`src/hdl/dma_pkg.sv`:
```
/*
 * Shared widths and types of the DMA transport datapath.
 * The data word is 32 bits wide with four byte lanes.
 * Transfer lengths run from 1 to 255 bytes, and addresses are byte addresses.
 */
package dma_pkg;

    localparam int unsigned DataWidth   = 32;
    localparam int unsigned StrbWidth   = DataWidth / 8;
    localparam int unsigned AddrWidth   = 16;
    localparam int unsigned LenWidth    = 8;
    localparam int unsigned BufferDepth = 3;
    localparam int unsigned ShiftWidth  = $clog2(StrbWidth);
    localparam int unsigned PtrWidth    = $clog2(BufferDepth);
    localparam int unsigned CntWidth    = $clog2(BufferDepth + 1);

    typedef logic [7:0]                  byte_t;
    typedef byte_t [StrbWidth-1:0]       lane_data_t;
    typedef logic [StrbWidth-1:0]        lane_mask_t;
    typedef logic [AddrWidth-1:0]        addr_t;
    typedef logic [LenWidth-1:0]         len_t;
    typedef logic [ShiftWidth-1:0]       shift_t;
    typedef logic [PtrWidth-1:0]         ptr_t;
    typedef logic [CntWidth-1:0]         cnt_t;

    // Lanes of one word covered by a range that starts at lane off with rem bytes left
    function automatic lane_mask_t span_mask(shift_t off, len_t rem);
        lane_mask_t mask;
        mask = '0;
        for (int l = 0; l < StrbWidth; l++) begin
            mask[l] = (l >= int'(off)) && ((l - int'(off)) < int'(rem));
        end
        return mask;
    endfunction

    // Number of bytes in that span
    function automatic len_t span_bytes(shift_t off, len_t rem);
        len_t room;
        room = len_t'(StrbWidth) - len_t'(off);
        return (rem < room) ? rem : room;
    endfunction

endpackage

```
`src/hdl/xfer_desc_if.sv`:
```
/*
 * Descriptor link from the transfer controller to one memory port.
 * A descriptor moves when valid and ready are both high, and the
 * fields hold until then. done pulses once after the last word.
 */
`timescale 1ns/1ps

interface xfer_desc_if;

    logic           valid;
    logic           ready;
    dma_pkg::addr_t addr;
    dma_pkg::len_t  length;
    logic           done;

    modport ctrl (
        output valid,
        output addr,
        output length,
        input  ready,
        input  done
    );

    modport port (
        input  valid,
        input  addr,
        input  length,
        output ready,
        output done
    );

endinterface

```
`src/hdl/xfer_ctrl.sv`:
```
/*
 * Transfer controller of the DMA transport.
 * Takes one command at a time; the length must be 1 to 255 bytes and
 * the command fields must stay stable while cmd_valid_i is high.
 * Both descriptors launch the cycle after the command handshake, and
 * the transfer ends on the write side's done.
 */
`timescale 1ns/1ps

module xfer_ctrl (
    input  logic             clk_i,
    input  logic             rst_n_i,
    input  logic             cmd_valid_i,
    output logic             cmd_ready_o,
    input  dma_pkg::addr_t   cmd_src_addr_i,
    input  dma_pkg::addr_t   cmd_dst_addr_i,
    input  dma_pkg::len_t    cmd_len_i,
    output logic             busy_o,
    output logic             done_o,
    output dma_pkg::shift_t  rd_shift_o,
    xfer_desc_if.ctrl        rd_desc,
    xfer_desc_if.ctrl        wr_desc
);

    logic           busy_q;
    logic           done_q;
    logic           rd_valid_q;
    logic           wr_valid_q;
    logic           rd_pend_q;
    logic           cmd_fire;
    dma_pkg::addr_t src_q;
    dma_pkg::addr_t dst_q;
    dma_pkg::len_t  len_q;

    assign cmd_ready_o = !busy_q && !rd_pend_q;
    assign cmd_fire    = cmd_valid_i && cmd_ready_o;

    //----------------------------------------
    // Control state
    //----------------------------------------

    always_ff @(posedge clk_i) begin
        if (!rst_n_i) begin
            busy_q     <= 1'b0;
            done_q     <= 1'b0;
            rd_valid_q <= 1'b0;
            wr_valid_q <= 1'b0;
            rd_pend_q  <= 1'b0;
        end else begin
            done_q <= 1'b0;
            if (cmd_fire) begin
                busy_q     <= 1'b1;
                rd_valid_q <= 1'b1;
                wr_valid_q <= 1'b1;
                rd_pend_q  <= 1'b1;
            end
            if (rd_desc.valid && rd_desc.ready) begin
                rd_valid_q <= 1'b0;
            end
            if (wr_desc.valid && wr_desc.ready) begin
                wr_valid_q <= 1'b0;
            end
            // Read side done only frees the read slot
            if (rd_desc.done) begin
                rd_pend_q <= 1'b0;
            end
            if (wr_desc.done) begin
                busy_q <= 1'b0;
                done_q <= 1'b1;
            end
        end
    end

    always_ff @(posedge clk_i) begin
        if (cmd_fire) begin
            src_q <= cmd_src_addr_i;
            dst_q <= cmd_dst_addr_i;
            len_q <= cmd_len_i;
        end
    end

    // Lane rotation from source alignment to destination alignment
    assign rd_shift_o = dma_pkg::shift_t'(dst_q) - dma_pkg::shift_t'(src_q);

    assign rd_desc.valid  = rd_valid_q;
    assign rd_desc.addr   = src_q;
    assign rd_desc.length = len_q;
    assign wr_desc.valid  = wr_valid_q;
    assign wr_desc.addr   = dst_q;
    assign wr_desc.length = len_q;

    assign busy_o = busy_q;
    assign done_o = done_q;

endmodule

```
`src/hdl/read_port.sv`:
```
/*
 * Source reader of the DMA transport.
 * Reads whole words over OBI with one read in flight, keeps only the
 * bytes of the transfer and rotates them onto the destination lanes.
 * A word is offered to the lane buffer only when all its lanes are
 * ready, so it moves in a single cycle.
 */
`timescale 1ns/1ps

module read_port (
    input  logic                 clk_i,
    input  logic                 rst_n_i,
    xfer_desc_if.port            rd_desc,
    input  dma_pkg::shift_t      rd_shift_i,
    output logic                 src_req_o,
    output dma_pkg::addr_t       src_addr_o,
    input  logic                 src_gnt_i,
    input  logic                 src_rvalid_i,
    input  dma_pkg::lane_data_t  src_rdata_i,
    output dma_pkg::lane_data_t  lane_data_o,
    output dma_pkg::lane_mask_t  lane_valid_o,
    input  dma_pkg::lane_mask_t  lane_ready_i
);

    typedef enum logic [1:0] {
        st_idle,
        st_req,
        st_resp,
        st_hold
    } state_e;

    state_e              state_q;
    dma_pkg::addr_t      addr_q;
    dma_pkg::shift_t     off_q;
    dma_pkg::len_t       rem_q;
    dma_pkg::lane_data_t rdata_q;

    dma_pkg::lane_mask_t word_mask;
    dma_pkg::len_t       word_bytes;
    dma_pkg::lane_data_t word_data;
    dma_pkg::lane_data_t rot_data;
    dma_pkg::lane_mask_t rot_mask;
    logic                offer;
    logic                push;
    logic                last;

    assign word_mask  = dma_pkg::span_mask(off_q, rem_q);
    assign word_bytes = dma_pkg::span_bytes(off_q, rem_q);
    // Fresh data goes straight through, a stalled word comes from the latch
    assign word_data  = (state_q == st_hold) ? rdata_q : src_rdata_i;

    //----------------------------------------
    // Barrel rotation onto destination lanes
    //----------------------------------------

    always_comb begin
        dma_pkg::shift_t dst_lane;
        rot_data = '0;
        rot_mask = '0;
        for (int l = 0; l < dma_pkg::StrbWidth; l++) begin
            dst_lane           = dma_pkg::shift_t'(l) + rd_shift_i;
            rot_data[dst_lane] = word_data[l];
            rot_mask[dst_lane] = word_mask[l];
        end
    end

    assign offer = ((state_q == st_resp) && src_rvalid_i) || (state_q == st_hold);
    assign push  = offer && ((lane_ready_i & rot_mask) == rot_mask);
    assign last  = rem_q <= word_bytes;

    assign lane_data_o   = rot_data;
    assign lane_valid_o  = push ? rot_mask : '0;
    assign src_req_o     = state_q == st_req;
    assign src_addr_o    = addr_q;
    assign rd_desc.ready = state_q == st_idle;
    assign rd_desc.done  = push && last;

    always_ff @(posedge clk_i) begin
        if (!rst_n_i) begin
            state_q <= st_idle;
        end else begin
            unique case (state_q)
                st_idle: if (rd_desc.valid) state_q <= st_req;
                st_req:  if (src_gnt_i) state_q <= st_resp;
                default: begin
                    // Next read only after the current word has left
                    if (push) begin
                        state_q <= last ? st_idle : st_req;
                    end else if (offer) begin
                        state_q <= st_hold;
                    end
                end
            endcase
        end
    end

    always_ff @(posedge clk_i) begin
        if (rd_desc.valid && rd_desc.ready) begin
            addr_q <= rd_desc.addr & ~dma_pkg::addr_t'(dma_pkg::StrbWidth - 1);
            off_q  <= dma_pkg::shift_t'(rd_desc.addr);
            rem_q  <= rd_desc.length;
        end else if (push) begin
            addr_q <= addr_q + dma_pkg::addr_t'(dma_pkg::StrbWidth);
            off_q  <= '0;
            rem_q  <= rem_q - word_bytes;
        end
        if ((state_q == st_resp) && src_rvalid_i) begin
            rdata_q <= src_rdata_i;
        end
    end

endmodule

```
`src/hdl/lane_buffer.sv`:
```
/*
 * Byte-lane buffer between the read and write ports.
 * Each lane is an independent byte FIFO of BufferDepth entries that
 * keeps its bytes in order. A push shows at the outputs the next cycle.
 */
`timescale 1ns/1ps

module lane_buffer (
    input  logic                 clk_i,
    input  logic                 rst_n_i,
    input  dma_pkg::lane_data_t  in_data_i,
    input  dma_pkg::lane_mask_t  in_valid_i,
    output dma_pkg::lane_mask_t  in_ready_o,
    output dma_pkg::lane_data_t  out_data_o,
    output dma_pkg::lane_mask_t  out_valid_o,
    input  dma_pkg::lane_mask_t  out_ready_i
);

    function automatic dma_pkg::ptr_t next_ptr(dma_pkg::ptr_t ptr);
        return (ptr == dma_pkg::ptr_t'(dma_pkg::BufferDepth - 1)) ? '0 : ptr + 1'b1;
    endfunction

    for (genvar l = 0; l < dma_pkg::StrbWidth; l++) begin : gen_lane
        dma_pkg::byte_t mem_q [dma_pkg::BufferDepth];
        dma_pkg::ptr_t  wptr_q;
        dma_pkg::ptr_t  rptr_q;
        dma_pkg::cnt_t  cnt_q;
        logic           push;
        logic           pop;

        assign in_ready_o[l]  = cnt_q != dma_pkg::cnt_t'(dma_pkg::BufferDepth);
        assign out_valid_o[l] = cnt_q != '0;
        assign out_data_o[l]  = mem_q[rptr_q];

        assign push = in_valid_i[l] && in_ready_o[l];
        assign pop  = out_valid_o[l] && out_ready_i[l];

        always_ff @(posedge clk_i) begin
            if (!rst_n_i) begin
                wptr_q <= '0;
                rptr_q <= '0;
                cnt_q  <= '0;
            end else begin
                if (push) begin
                    wptr_q <= next_ptr(wptr_q);
                end
                if (pop) begin
                    rptr_q <= next_ptr(rptr_q);
                end
                // Push and pop in one cycle leave the count alone
                cnt_q <= cnt_q + dma_pkg::cnt_t'(push) - dma_pkg::cnt_t'(pop);
            end
        end

        always_ff @(posedge clk_i) begin
            if (push) begin
                mem_q[wptr_q] <= in_data_i[l];
            end
        end
    end

endmodule

```
`src/hdl/write_port.sv`:
```
/*
 * Destination writer of the DMA transport.
 * Walks the destination words, waits until every enabled lane of the
 * current word holds a byte, pops them and writes the word over OBI.
 * Disabled lanes carry zero. One write is outstanding at a time, and
 * the next word starts only after its acknowledgement.
 */
`timescale 1ns/1ps

module write_port (
    input  logic                 clk_i,
    input  logic                 rst_n_i,
    xfer_desc_if.port            wr_desc,
    input  dma_pkg::lane_data_t  lane_data_i,
    input  dma_pkg::lane_mask_t  lane_valid_i,
    output dma_pkg::lane_mask_t  lane_ready_o,
    output logic                 dst_req_o,
    output dma_pkg::addr_t       dst_addr_o,
    output dma_pkg::lane_mask_t  dst_be_o,
    output dma_pkg::lane_data_t  dst_wdata_o,
    input  logic                 dst_gnt_i,
    input  logic                 dst_rvalid_i
);

    typedef enum logic [1:0] {
        st_idle,
        st_fill,
        st_req,
        st_resp
    } state_e;

    state_e              state_q;
    dma_pkg::addr_t      addr_q;
    dma_pkg::shift_t     off_q;
    dma_pkg::len_t       rem_q;
    dma_pkg::lane_mask_t be_q;
    dma_pkg::lane_data_t wdata_q;

    dma_pkg::lane_mask_t be;
    dma_pkg::len_t       word_bytes;
    dma_pkg::lane_data_t masked_data;
    logic                pop;

    assign be         = dma_pkg::span_mask(off_q, rem_q);
    assign word_bytes = dma_pkg::span_bytes(off_q, rem_q);
    assign pop        = (state_q == st_fill) && ((lane_valid_i & be) == be);

    always_comb begin
        for (int l = 0; l < dma_pkg::StrbWidth; l++) begin
            masked_data[l] = be[l] ? lane_data_i[l] : 8'h00;
        end
    end

    assign lane_ready_o  = pop ? be : '0;
    assign dst_req_o     = state_q == st_req;
    assign dst_addr_o    = addr_q;
    assign dst_be_o      = be_q;
    assign dst_wdata_o   = wdata_q;
    assign wr_desc.ready = state_q == st_idle;
    // Remaining count is already zero once the last word was popped
    assign wr_desc.done  = (state_q == st_resp) && dst_rvalid_i && (rem_q == '0);

    always_ff @(posedge clk_i) begin
        if (!rst_n_i) begin
            state_q <= st_idle;
        end else begin
            unique case (state_q)
                st_idle: if (wr_desc.valid) state_q <= st_fill;
                st_fill: if (pop) state_q <= st_req;
                st_req:  if (dst_gnt_i) state_q <= st_resp;
                default: begin
                    if (dst_rvalid_i) begin
                        state_q <= (rem_q == '0) ? st_idle : st_fill;
                    end
                end
            endcase
        end
    end

    always_ff @(posedge clk_i) begin
        if (wr_desc.valid && wr_desc.ready) begin
            addr_q <= wr_desc.addr & ~dma_pkg::addr_t'(dma_pkg::StrbWidth - 1);
            off_q  <= dma_pkg::shift_t'(wr_desc.addr);
            rem_q  <= wr_desc.length;
        end else if (pop) begin
            off_q   <= '0;
            rem_q   <= rem_q - word_bytes;
            be_q    <= be;
            wdata_q <= masked_data;
        end else if ((state_q == st_resp) && dst_rvalid_i) begin
            addr_q <= addr_q + dma_pkg::addr_t'(dma_pkg::StrbWidth);
        end
    end

endmodule

```
`src/hdl/dma_transport.sv`:
```
/*
 * Single-channel DMA transport datapath.
 * One copy command of 1 to 255 bytes at a time between two OBI memories.
 * Both OBI ports issue word-aligned addresses with at most one access
 * outstanding each. done_o pulses once when the last write is acknowledged.
 */
`timescale 1ns/1ps

module dma_transport (
    input  logic                 clk_i,
    input  logic                 rst_n_i,
    // Command
    input  logic                 cmd_valid_i,
    output logic                 cmd_ready_o,
    input  dma_pkg::addr_t       cmd_src_addr_i,
    input  dma_pkg::addr_t       cmd_dst_addr_i,
    input  dma_pkg::len_t        cmd_len_i,
    // Source OBI
    output logic                 src_req_o,
    output dma_pkg::addr_t       src_addr_o,
    input  logic                 src_gnt_i,
    input  logic                 src_rvalid_i,
    input  dma_pkg::lane_data_t  src_rdata_i,
    // Destination OBI
    output logic                 dst_req_o,
    output dma_pkg::addr_t       dst_addr_o,
    output dma_pkg::lane_mask_t  dst_be_o,
    output dma_pkg::lane_data_t  dst_wdata_o,
    input  logic                 dst_gnt_i,
    input  logic                 dst_rvalid_i,
    // Status
    output logic                 busy_o,
    output logic                 done_o
);

    dma_pkg::shift_t     rd_shift;
    dma_pkg::lane_data_t in_data;
    dma_pkg::lane_mask_t in_valid;
    dma_pkg::lane_mask_t in_ready;
    dma_pkg::lane_data_t out_data;
    dma_pkg::lane_mask_t out_valid;
    dma_pkg::lane_mask_t out_ready;

    xfer_desc_if rd_desc ();
    xfer_desc_if wr_desc ();

    xfer_ctrl i_ctrl (
        .clk_i          ( clk_i          ),
        .rst_n_i        ( rst_n_i        ),
        .cmd_valid_i    ( cmd_valid_i    ),
        .cmd_ready_o    ( cmd_ready_o    ),
        .cmd_src_addr_i ( cmd_src_addr_i ),
        .cmd_dst_addr_i ( cmd_dst_addr_i ),
        .cmd_len_i      ( cmd_len_i      ),
        .busy_o         ( busy_o         ),
        .done_o         ( done_o         ),
        .rd_shift_o     ( rd_shift       ),
        .rd_desc        ( rd_desc.ctrl   ),
        .wr_desc        ( wr_desc.ctrl   )
    );

    //----------------------------------------
    // Read, buffer, write
    //----------------------------------------

    read_port i_read_port (
        .clk_i        ( clk_i        ),
        .rst_n_i      ( rst_n_i      ),
        .rd_desc      ( rd_desc.port ),
        .rd_shift_i   ( rd_shift     ),
        .src_req_o    ( src_req_o    ),
        .src_addr_o   ( src_addr_o   ),
        .src_gnt_i    ( src_gnt_i    ),
        .src_rvalid_i ( src_rvalid_i ),
        .src_rdata_i  ( src_rdata_i  ),
        .lane_data_o  ( in_data      ),
        .lane_valid_o ( in_valid     ),
        .lane_ready_i ( in_ready     )
    );

    lane_buffer i_lane_buffer (
        .clk_i       ( clk_i     ),
        .rst_n_i     ( rst_n_i   ),
        .in_data_i   ( in_data   ),
        .in_valid_i  ( in_valid  ),
        .in_ready_o  ( in_ready  ),
        .out_data_o  ( out_data  ),
        .out_valid_o ( out_valid ),
        .out_ready_i ( out_ready )
    );

    write_port i_write_port (
        .clk_i        ( clk_i        ),
        .rst_n_i      ( rst_n_i      ),
        .wr_desc      ( wr_desc.port ),
        .lane_data_i  ( out_data     ),
        .lane_valid_i ( out_valid    ),
        .lane_ready_o ( out_ready    ),
        .dst_req_o    ( dst_req_o    ),
        .dst_addr_o   ( dst_addr_o   ),
        .dst_be_o     ( dst_be_o     ),
        .dst_wdata_o  ( dst_wdata_o  ),
        .dst_gnt_i    ( dst_gnt_i    ),
        .dst_rvalid_i ( dst_rvalid_i )
    );

endmodule

```
`config.mk`:
```
export PLATFORM = sky130hd
export DESIGN_NAME = dma_transport
export DESIGN_NICKNAME = d
export VERILOG_FILES = /design/src/hdl/dma_pkg.sv /design/src/hdl/xfer_desc_if.sv /design/src/hdl/xfer_ctrl.sv /design/src/hdl/read_port.sv /design/src/hdl/lane_buffer.sv /design/src/hdl/write_port.sv /design/src/hdl/dma_transport.sv
export SDC_FILE = /design/constraint.sdc
export NUM_CORES = 1
export LEC_CHECK = 0
export BUFFER_PORTS_ARGS = -buffer_cell sky130_fd_sc_hd__buf_4
export CAP_MARGIN = 10
export CORE_ASPECT_RATIO = 1.75
export CORE_MARGIN = 2
export CORE_UTILIZATION = 45
export CTS_CLUSTER_SIZE = 8
export DETAILED_ROUTE_END_ITERATION = 7
export PLACE_DENSITY = 0.64
export SYNTH_ARGS = -nofsm -noshare
export SYNTH_HDL_FRONTEND = slang
export SYNTH_SLANG_ARGS = --single-unit
export TNS_END_PERCENT = 50
```
`constraint.sdc`:
```
create_clock -name clk_i -period 4.6 [get_ports clk_i]
set_clock_uncertainty 0.15 [all_clocks]
set_input_delay 1.15 -clock clk_i [delete_from_list [all_inputs] [get_ports clk_i]]
set_output_delay 1.15 -clock clk_i [all_outputs]
set_load 0.01 [all_outputs]
```
==> key figures, run 1 <==
Synth
  – Seq cells post-synth: 285
  – Mux share of post-synthesis cell area: 0.103
  – Cell variety after synth: 68
  – Syn_area_per_cell: 12.3 um^2
  – Post-synthesis adder-cell area fraction: 0.0714
  – EDFF count, synth: 252
  – Post-synth ARST share: 0
  – Synth warnings: 0
  – Synth Flop Type: edfxtp_1
  – Cells after synthesis: approximately 1,200
  – Post-Synth Simple-Gate Area: 0.108
  – Compound-Gate Fraction of Synth Area: 0.0799
  – Fraction of synthesized cell area in xor and xnor cells: 0.0303
  – Sequential element share of the synthesized area: 0.578
  – Cell area after synthesis: about 14,000 um^2
  – Combinational family with the most area after synthesis: simple AND/OR/NAND/NOR gates

Clock network
  – CTS root buf: clkbuf_16
  – CTS tree: done
  – # hold bufs at CTS: 0
  – # H-tree levels: 2
  – Sink Count: between 200 and 300
  – Clk_lat worst skew: ~0.53 ns
  – Post-CTS Resized: 0
  – Post-CTS setup buffers: 0
  – Worst-case clock buffer depth: 3
  – Clk pin slew, worst setup/hold paths: 0.06 ns
  – CTS Buf Count: 41

Drt
  – Detailed Route WL: 32,900 um
  – TritonRoute pass-1 iters: 8
  – Via count: about 9,400
  – First DRT Iteration DRCs: between 400 and 500
  – Vias per cell: between 5 and 6
  – Antenna Nets Post-Route: 0
  – Post-route DRC: 0
  – Wirelength per Cell: ~19 um

Floorplanning
  – Initial core utilization: 0.454
  – Die height: about 240 um
  – Die W: 138 um
  – DIE AREA: 33,100 um^2
  – Boundary Pins: about 150
  – Core area: about 31,000 um^2
  – # rows: 86

GRT
  – First-pass GRT wire length: roughly 50,000 um
  – Initial antenna violation count: 0
  – Gr ovfl total: 0
  – Total GRT Usage: 0.195
  – Via count of the first global-routing pass: 9,454
  – Largest net degree at the start of global routing: between 50 and 60

Timing
  – Period utilization: 0.886
  – Final Hold Viols: 0
  – Max Clk Rate: between 200 and 250 MHz
  – Slew @ Worst Pin: 1.11 ns
  – Slew margin rel.: 0.262
  – Min cycle time layout: between 4 and 5 ns
  – Slack of the critical path: about 0.53 ns
  – Unrepaired setup endpoints after global routing: no
  – Final Slew Violations: 0
  – Final setup violation count: 0
  – Setup TNS: 0 ns

Setup path
  – Crit-path cells: inv_1 > ha_1 > inv_1 > ha_1 > and2_1 > a2111oi_0 > o31ai_1 > o221ai_1 > nor4_2 > nand3_1 > inv_2 > ha_1 > xor2_1 > xnor2_1 > nor2_1
  – Max stage delay on crit path: 0.62 ns
  – Critical Path Most Common Cell: ha_1
  – Slowest CP cell: o31ai_1
  – Critical path required time: 4.84 ns
  – CP Max Fanout: 8
  – CP startpoint kind: flop
  – Data arrival time of the worst path: 4.32 ns
  – Kind of critical path: reg2reg
  – Crit. End Element: flop

Placed design
  – DP Worst Slack: ~0.57 ns
  – Port Buffers: 147
  – Dpl hpwl: ~24,000 um
  – RePlAce Congestion: between 0.8 and 0.9

Cells and area
  – Nets: about 1,500
  – Synth-to-layout area growth: 19.8%
  – Share of layout cells above drive strength 1: 0.197
  – Fillers: approximately 2,700
  – ANT cells: 0
  – Final design utilization: 0.544

Flow run
  – MaxCap Viol Count: 0

Hold path
  – HP Class: reg2reg

Run status
  – Status: finished clean

Power
  – Lkg Pwr: about 6.8 nW
  – Power density over the cells: approximately 440 nW/um^2
  – Total chip power: between 7 and 8 mW
  – Worst vdd ir: about 0.36 mV
## Yosys cell counts, drive strengths merged (10+ instances only)
library cell | count | area (um^2)
xnor2 | 20 | 175
dfxtp | 33 | 661
nor2 | 122 | 458
inv | 55 | 206
a21oi | 84 | 420
nand3 | 25 | 125
mux2i | 111 | 1110
buf | 16 | 76.3
mux2 | 32 | 360
nand4 | 10 | 62.6
clkbuf | 33 | 124
nand2 | 71 | 267
edfxtp | 252 | 7570
nor3 | 13 | 70.1
o21ai | 39 | 195
and2 | 14 | 87.6
ha | 78 | 976
and3 | 10 | 62.6
xor2 | 24 | 210
## where the power goes
group          leakage (nW)  internal [mW]  switching, mW
combinational          3.65          0.618          0.872
clock                 0.556           1.68           1.08
sequential             2.57           3.09          0.120
## registers in the layout (all words and copies together), names as in the netlist, 4 cells and up
register	count
i_read_port.src_addr_o	14
i_write_port.dst_wdata_o	32
i_read_port.rem_q	8
i_write_port.dst_be_o	4
i_ctrl.rd_desc.addr	16
i_lane_buffer.gen_lane.rptr_q	8
i_read_port.rdata_q	32
i_write_port.rem_q	8
i_ctrl.rd_desc.length	8
i_lane_buffer.gen_lane.wptr_q	8
i_write_port.dst_addr_o	14
i_lane_buffer.gen_lane.cnt_q	8
i_ctrl.wr_desc.addr	16
i_lane_buffer.gen_lane.mem_q	96
## worst max-delay path: cells and delay by family, from the launching register on
family / cells / cell delay [ns]
buffers and inverters: 3 / 0.44
AOI/OAI and AO/OA: 3 / 0.95
DFF: 1 / 0.49
adders and majority gates: 3 / 0.68
xor gates and xnor gates: 2 / 0.31
and+or+nand+nor: 4 / 0.90
## worst paths after layout
kind	to	from	slack, ns	depth (start not counted)
worst max-delay path	i_lane_buffer.gen_lane[0].cnt_q[1]	i_read_port.off_q[0]	0.53	15
worst min-delay path	i_ctrl.rd_desc.valid	i_ctrl.rd_desc.valid	0.35	2
worst max register to register	i_lane_buffer.gen_lane[0].cnt_q[1]	i_read_port.off_q[0]	0.53	15
worst min register to register	i_ctrl.rd_desc.valid	i_ctrl.rd_desc.valid	0.35	2
## cell type report
cell class / instances / area [um^2] / share of cell area
sequential: 285 / 8230 / 0.483
multi-input combinational: 775 / 5630 / 0.330
timing repair buffer: 175 / 1330 / 0.0778
clock buffer: 71 / 1150 / 0.0674
tap: 396 / 495 / 0.0291
inverter: 55 / 206 / 0.0121
clock inverter: 2 / 17.5 / 0.00103
## cells by family (layout without fill, tap and decap cells)
kind of cell	Yosys count	after routing
other	1	4
adders and majority gates	80	80
AOI/OAI and AO/OA	186	186
xor gates and xnor gates	46	46
and+or+nand+nor	316	316
buffers and inverters	104	303
muxes	143	143
DFF	285	285
## routing by layer
layer / global-route usage / share of wire
met5: 0 / 0
met3: 0.0322 / 0.044
met2: 0.384 / 0.55
met1: 0.201 / 0.37
met4: 0.0798 / 0.036
## cells in the final DEF (no fill, tap or decap), types with 25 or more instances in the layout
master     count
clkbuf_16     41
ha_1          77
o21ai_0       37
nand2_1       70
a21oi_1       83
edfxtp_1     252
dfxtp_1       33
buf_4        174
clkbuf_1      29
mux2i_1      111
inv_1         51
nor2_1       122
mux2_2        32
nand3_1       25
## through the flow
stage | hold WS [ns] | cells | area [um^2]
after global placement | 0.341 | 1686 | 15900
after floorplan | 0.322 | 1164 | 14200
after detailed placement | 0.344 | 1686 | 15900
after global routing | 0.386 | 1759 | 17000
after CTS | 0.355 | 1759 | 17000
final | 0.351 | 1759 | 17000
Power figures use the tool's default switching activity.
==> inputs of run 2 (changes only) <==
--- a/config.mk
+++ b/config.mk
@@ -5,6 +5,7 @@
 export SDC_FILE = /design/constraint.sdc
 export NUM_CORES = 1
 export LEC_CHECK = 0
+export ABC_AREA = 1
 export BUFFER_PORTS_ARGS = -buffer_cell sky130_fd_sc_hd__buf_4
 export CAP_MARGIN = 10
 export CORE_ASPECT_RATIO = 1.75
==> key figures, run 2 <==
Hold path
  – HP Class: reg2reg
  – Hold_sp: i_lane_buffer.gen_lane[1].cnt_q[1]

Floorplanning
  – # rows: 85 (-1.2%)
  – Core area: 30,700 um^2 (-1.8%)
  – DIE AREA: 32,600 um^2 (-1.6%)
  – Initial core utilization: 0.455 (+0.000752)
  – Boundary Pins: 152 (unchanged)
  – Die height: 237 um (-0.83%)
  – Die W: 137 um (-0.82%)

Cells and area
  – Synth-to-layout area growth: 19.4%
  – Commonest non-fill, non-tap cell in the layout: nand2_1
  – Most frequent cells in the layout: nand2_1 (330), edfxtp_1 (252), buf_4 (158)
  – Nets: 1,679 (+13%)
  – Most flops, register: i_lane_buffer.gen_lane.mem_q
  – Share of layout cells above drive strength 1: 0.154 (-0.0433)
  – Final design utilization: 0.543 (-0.00118)
  – Max FFs per register: 96 (unchanged)
  – ANT cells: 0 (unchanged)
  – Final Cell Area: 16,700 um^2 (-2.1%)
  – Fin cells: 1,942 (+10%)

Setup path
  – Worst r2r src: i_read_port.off_q[1]
  – Data arrival time of the worst path: 4.05 ns (-0.27 ns)
  – Kind of critical path: reg2reg
  – Crit. End Element: flop
  – CP Max Fanout: 12 (+4)
  – CP startpoint kind: flop
  – Critical path required time: 4.70 ns (-0.14 ns)
  – CP startpoint: i_read_port.off_q[1]

Synth
  – Most numerous cell in the Yosys netlist: nand2_1
  – Syn_area_per_cell: 10.3 um^2 (-16%)
  – Share of the synthesized area in the top cell type: 0.541 (+0.00909)
  – Sequential element share of the synthesized area: 0.588 (+0.00988)
  – EDFF count, synth: 252 (unchanged)
  – Post-synth ARST share: 0 (unchanged)
  – Top post-synthesis cells by area: edfxtp_1 (54%), nand2_1 (8.9%), ha_1 (7.0%)
  – Cell area after synthesis: 14,000 um^2 (-1.7%)
  – Commonest cells in the netlist: nand2_1 (330), edfxtp_1 (252), inv_1 (132)
  – Seq cells post-synth: 285 (unchanged)
  – Yosys top cell by area: edfxtp_1
  – Synth Flop Type: edfxtp_1
  – Cell variety after synth: 54 (-21%)
  – Cells after synthesis: 1,354 (+17%)
  – Synth warnings: 0 (unchanged)

GRT
  – Largest net degree at the start of global routing: 37 (-27%)
  – Total GRT Usage: 0.205 (+0.0102)
  – First-pass GRT wire length: 51,400 um (+2.4%)
  – Via count of the first global-routing pass: 9,925 (+5.0%)
  – Gr ovfl total: 0 (unchanged)
  – Initial antenna violation count: 0 (unchanged)

Timing
  – Final setup violation count: 0 (unchanged)
  – Final Hold Viols: 0 (unchanged)
  – Max Clk Rate: 253 MHz (+3.1%)
  – Period utilization: 0.859 (-0.0267)
  – Slew margin rel.: 0.381 (+0.119)
  – Worst hold margin: 0.328 ns (-0.0229 ns)
  – Slew @ Worst Pin: 0.919 ns (-0.188 ns)
  – Min cycle time layout: 3.95 ns (-0.123 ns)
  – Slack of the critical path: 0.649 ns (+0.123 ns)
  – Unrepaired setup endpoints after global routing: no
  – Setup TNS: 0 ns (unchanged)
  – Final Slew Violations: 0 (unchanged)

Clock network
  – Worst-case clock buffer depth: 3 (unchanged)
  – Post-CTS setup buffers: 0 (unchanged)
  – Clk pin slew, worst setup/hold paths: 0.05 ns (about the same)
  – Post-CTS Resized: 0 (unchanged)
  – CTS tree: done
  – CTS root buf: clkbuf_16
  – Clk_lat worst skew: 0.53 ns (about the same)
  – CTS Buf Count: 41 (unchanged)
  – # H-tree levels: 2 (unchanged)
  – # hold bufs at CTS: 0 (unchanged)
  – Sink Count: 285 (unchanged)

Placed design
  – RePlAce Congestion: 0.844 (-3.2%)
  – Port Buffers: 147 (unchanged)
  – Post-Place Cell Area: 15,500 um^2 (-2.3%)
  – Dpl hpwl: 24,200 um (+1.4%)
  – DP Worst Slack: 0.645 ns (+0.0784 ns)
  – Placed Cells: 1,868 (+11%)

Drt
  – Post-route DRC: 0 (unchanged)
  – Antenna Nets Post-Route: 0 (unchanged)
  – Detailed Route WL: 33,100 um (+0.60%)
  – First DRT Iteration DRCs: 767 (+54%)
  – Vias per cell: 5.27 (-1.7%)
  – Via count: 10,200 (+8.5%)
  – TritonRoute pass-1 iters: 5 (-3)
  – Wirelength per Cell: 17.0 um (-8.9%)

Power
  – Power density over the cells: 444 nW/um^2 (+1.6%)
  – Total chip power: 7.42 mW (-0.53%)
  – Lkg Pwr: 6.92 nW (+2.0%)
  – Worst vdd ir: 0.413 mV (+16%)

Run status
  – Status: finished clean

Flow run
  – MaxCap Viol Count: 0 (unchanged)
## run 2: critical path, cell delays in order, from the launching register on
cell	delay [ns]
edfxtp_1	0.58
inv_1	0.15
ha_1	0.32
ha_1	0.29
a21boi_0	0.17
nor2_1	0.06
o21ai_0	0.44
o21ai_0	0.16
ha_1	0.35
a21oi_1	0.15
o21ai_0	0.14
nor2_1	0.14
nand2_1	0.10
nor3_1	0.21
xor2_1	0.19
o21ai_0	0.09
## run 2: where the power goes
group | switching [mW] | internal (mW) | total (mW)
logic | 0.931 | 0.511 | 1.44
registers | 0.114 | 3.10 | 3.21
clock network | 1.07 | 1.70 | 2.77
total | 2.12 | 5.31 | 7.42
## run 2: path summary, 6_finish.rpt
kind | slack (ns) | depth (start not counted) | to
worst min-delay path | 0.33 | 1 | i_lane_buffer.gen_lane[1].cnt_q[1]
worst min register to register | 0.33 | 1 | i_lane_buffer.gen_lane[1].cnt_q[1]
worst max register to register | 0.65 | 15 | i_read_port.rem_q[7]
worst max-delay path | 0.65 | 15 | i_read_port.rem_q[7]
## run 2: kinds of logic after synthesis
group,synth area share
AND/OR/NAND/NOR,0.160
XOR/XNOR,0.0163
adder cells (fa/ha/maj),0.0726
buffers and inverters,0.0518
flip-flops,0.588
AO/OA/AOI/OAI,0.0895
multiplexers,0.0208
other,0.000268
## run 2: cell type report
cell class / count / area, um^2
Tap cell: 391 / 489
Timing Repair Buffer: 158 / 1190
Clock inverter: 2 / 21.3
Clock buffer: 72 / 1160
Sequential cell: 285 / 8230
Fill cell: 2687 / 14000
Multi-Input combinational cell: 890 / 5060
Inverter: 144 / 551
## run 2: routing by layer
layer  vias up  GRT usage  routed length (um)
met5         -          0                   0
met4         0      0.115                1870
met3        96     0.0339                1580
met2       318      0.371               17900
met1      4785      0.221               11800
li1       5032          -                   -
==> inputs of run 3 (changes only) <==
--- a/config.mk
+++ b/config.mk
@@ -14,6 +14,7 @@
 export CTS_CLUSTER_SIZE = 8
 export DETAILED_ROUTE_END_ITERATION = 7
 export PLACE_DENSITY = 0.64
+export RECOVER_POWER = 50
 export SYNTH_ARGS = -nofsm -noshare
 export SYNTH_HDL_FRONTEND = slang
 export SYNTH_SLANG_ARGS = --single-unit
==> key figures, run 3 (synthesized netlist as in run 2, its figures left out) <==
Hold path
  – Worst Hold End: i_lane_buffer.gen_lane[2].cnt_q[1]
  – HP Class: reg2reg
  – Hold_sp: i_lane_buffer.gen_lane[2].cnt_q[1]
  – Hold path depth: 1 (unchanged)

Run status
  – Status: complete, but fails checks
  – Failing checks: capacitance limit, slew limit

Cells and area
  – ANT cells: 0 (unchanged)
  – Max FFs per register: 96 (unchanged)
  – Nets: 1,679 (unchanged)
  – Final Cell Area: 16,300 um^2 (-2.2%)
  – Most frequent cells in the layout: nand2_1 (330), edfxtp_1 (252), inv_1 (133)
  – Multi-input logic area: 5050 um^2 (about the same)
  – Fillers: 2,786 (+3.7%)
  – Fin cells: 1,942 (unchanged)
  – Register area: 8230 um^2 (unchanged)
  – Share of layout cells above drive strength 1: 0.0883 (-0.0658)
  – Synth-to-layout area growth: 16.8%
  – Most flops, register: i_lane_buffer.gen_lane.mem_q
  – Commonest non-fill, non-tap cell in the layout: nand2_1

GRT
  – Met3 Use GR: 0.0339 (unchanged)
  – Met1 GRT Util: 0.221 (unchanged)
  – Via count of the first global-routing pass: 9,925 (unchanged)
  – Largest net degree at the start of global routing: 37 (unchanged)
  – Initial antenna violation count: 0 (unchanged)
  – Total GRT Usage: 0.205 (unchanged)
  – Gr ovfl total: 0 (unchanged)
  – GRT busiest layer: met2
  – First-pass GRT wire length: 51,400 um (unchanged)
  – M2 GR Usage: 0.371 (unchanged)

Drt
  – Wirelength per Cell: 17.0 um (-0.20%)
  – Antenna Nets Post-Route: 0 (unchanged)
  – TritonRoute pass-1 iters: 6 (+1)
  – First DRT Iteration DRCs: 713 (-7.0%)
  – Via count: 10,300 (+0.24%)
  – Post-route DRC: 0 (unchanged)
  – Vias per cell: 5.28 (+0.24%)
  – Detailed Route WL: 33,000 um (-0.20%)

Setup path
  – Data arrival time of the worst path: 4.22 ns (+0.17 ns)
  – Reg2reg end: i_lane_buffer.gen_lane[3].cnt_q[1]
  – Max stage delay on crit path: 0.56 ns (-0.02 ns)
  – Family with the most delay on the worst path: simple AND/OR/NAND/NOR gates
  – Crit-path cells: inv_1 > ha_1 > inv_1 > ha_1 > a21oi_1 > o21ai_0 > nand4_1 > nand2_1 > nor2_1 > nand2_1 > nand2_1 > nor2_1 > nand2_1 > nor2_1 > ha_1 > inv_1 > ha_1 > xor2_1 > o21ai_0 > a21oi_1
  – R2r worst-path depth: 20 (+5)
  – Buf/Inv on CP: 3 (+2)
  – Slowest CP cell: edfxtp_1
  – CP startpoint kind: flop
  – CP Max Fanout: 11 (-1)
  – Kind of critical path: reg2reg
  – Crit. End Element: flop
  – Worst r2r src: i_write_port.off_q[1]
  – Critical path required time: 4.85 ns (+0.15 ns)
  – Worst R2R Setup Slack: 0.64 ns (about the same)

Floorplanning
  – Initial core utilization: 0.455 (unchanged)
  – Core area: 30,700 um^2 (unchanged)
  – Die height: 237 um (unchanged)
  – DIE AREA: 32,600 um^2 (unchanged)
  – Boundary Pins: 152 (unchanged)
  – Die W: 137 um (unchanged)
  – # rows: 85 (unchanged)

Placed design
  – DP Worst Slack: 0.645 ns (unchanged)
  – Post-Place Cell Area: 15,500 um^2 (unchanged)
  – Placed Cells: 1,868 (unchanged)
  – Port Buffers: 147 (unchanged)
  – Dpl hpwl: 24,200 um (unchanged)
  – RePlAce Congestion: 0.844 (unchanged)

Power
  – Psw: 2.11 mW (-0.12%)
  – Worst vdd ir: 0.403 mV (-2.5%)
  – Clock share of power: 0.376 (+0.003)
  – Lkg Pwr: 6.56 nW (-5.2%)
  – Switch share: 0.287 (+0.00152)
  – Combinational share of power: 0.189 (-0.005)
  – Power density over the cells: 451 nW/um^2 (+1.5%)
  – Int Power: 5.26 mW (-0.86%)
  – Reg power frac: 0.436 (+0.003)

Clock network
  – Post-CTS setup buffers: 0 (unchanged)
  – # H-tree levels: 2 (unchanged)
  – # hold bufs at CTS: 0 (unchanged)
  – CTS Buf Count: 41 (unchanged)
  – Clk pin slew, worst setup/hold paths: 0.06 ns (about the same)
  – CTS root buf: clkbuf_16
  – Clk_lat worst skew: 0.54 ns (about the same)
  – Worst-case clock buffer depth: 3 (unchanged)
  – Sink Count: 285 (unchanged)
  – Post-CTS Resized: 0 (unchanged)
  – CTS tree: done

Timing
  – Final Slew Violations: 95 (+95)
  – Unrepaired setup endpoints after global routing: no
  – Slew margin rel.: -0.279 (-0.659)
  – Final Hold Viols: 0 (unchanged)
  – Period utilization: 0.861 (+0.00253)
  – Setup TNS: 0 ns (unchanged)
  – Final setup violation count: 0 (unchanged)
  – Min cycle time layout: 3.96 ns (+0.0116 ns)
  – Max Clk Rate: 252 MHz (-0.29%)
  – Slew @ Worst Pin: 1.92 ns (+0.999 ns)
  – Slack of the critical path: 0.638 ns (-0.0116 ns)

Flow run
  – MaxCap Viol Count: 3 (+3)
==> run 3: cell types whose count changed in the layout (fill, tap and decap cells not counted), sizes merged <==
cell / previous run / this run
buf: 158 / 12
clkbuf: 72 / 218
==> run 3: power by group through the flow <==
stage | Clock (mW) | Sequential, mW | Combinational [mW]
global placement | 0 | 3.26 | 1.40
floorplan | 0 | 3.24 | 0.940
detailed placement | 0 | 3.26 | 1.44
global route | 2.92 | 3.23 | 1.59
finish | 2.77 | 3.21 | 1.39
CTS | 2.82 | 3.21 | 1.45
==> run 3: worst reg2reg max path, delay by kind of cell (launching register included) <==
family / cells / cell delay, ns
buf+inv: 3 / 0.44
flops: 1 / 0.56
xor+xnor: 1 / 0.15
compound gates: 4 / 0.43
simple gates: 8 / 1.10
fa+ha+maj: 4 / 1.00
==> run 3: metal layers <==
layer	share of wire	wire length [um]
met4	0.057	1900
met1	0.36	11800
met2	0.54	17700
met5	0	0
met3	0.049	1610
==> run 3: final cells by class <==
cell class	count	share of cell area
Timing Repair Buffer	158	0.0508
Sequential cell	285	0.504
Inverter	144	0.0337
Tap cell	391	0.0299
Multi-Input combinational cell	890	0.309
Clock inverter	2	0.00130
Clock buffer	72	0.0712
==> run 3: worst max-delay path by stage <==
stage          slack (ns)                            endpoint             startpoint  cells after the start
2_1_floorplan        0.51            i_write_port.dst_be_o[0]  i_write_port.off_q[1]                     14
3_3_place_gp         0.72  i_lane_buffer.gen_lane[1].cnt_q[1]  i_write_port.off_q[1]                     20
3_5_place_dp         0.64  i_lane_buffer.gen_lane[3].cnt_q[1]  i_write_port.off_q[1]                     20
4_1_cts              0.61  i_lane_buffer.gen_lane[3].cnt_q[1]  i_write_port.off_q[1]                     20
5_1_grt              0.16                i_read_port.rem_q[7]   i_read_port.off_q[1]                     15
6_report             0.64  i_lane_buffer.gen_lane[3].cnt_q[1]  i_write_port.off_q[1]                     20
==> run 3: through the flow <==
stage / utilization / power, mW / hold WS [ns]
after floorplan: - / 4.18 / 0.293
after global placement: 0.505 / 4.65 / 0.310
after detailed placement: 0.505 / 4.70 / 0.318
after CTS: 0.543 / 7.48 / 0.325
after global routing: 0.532 / 7.73 / 0.342
final: 0.532 / 7.37 / 0.329
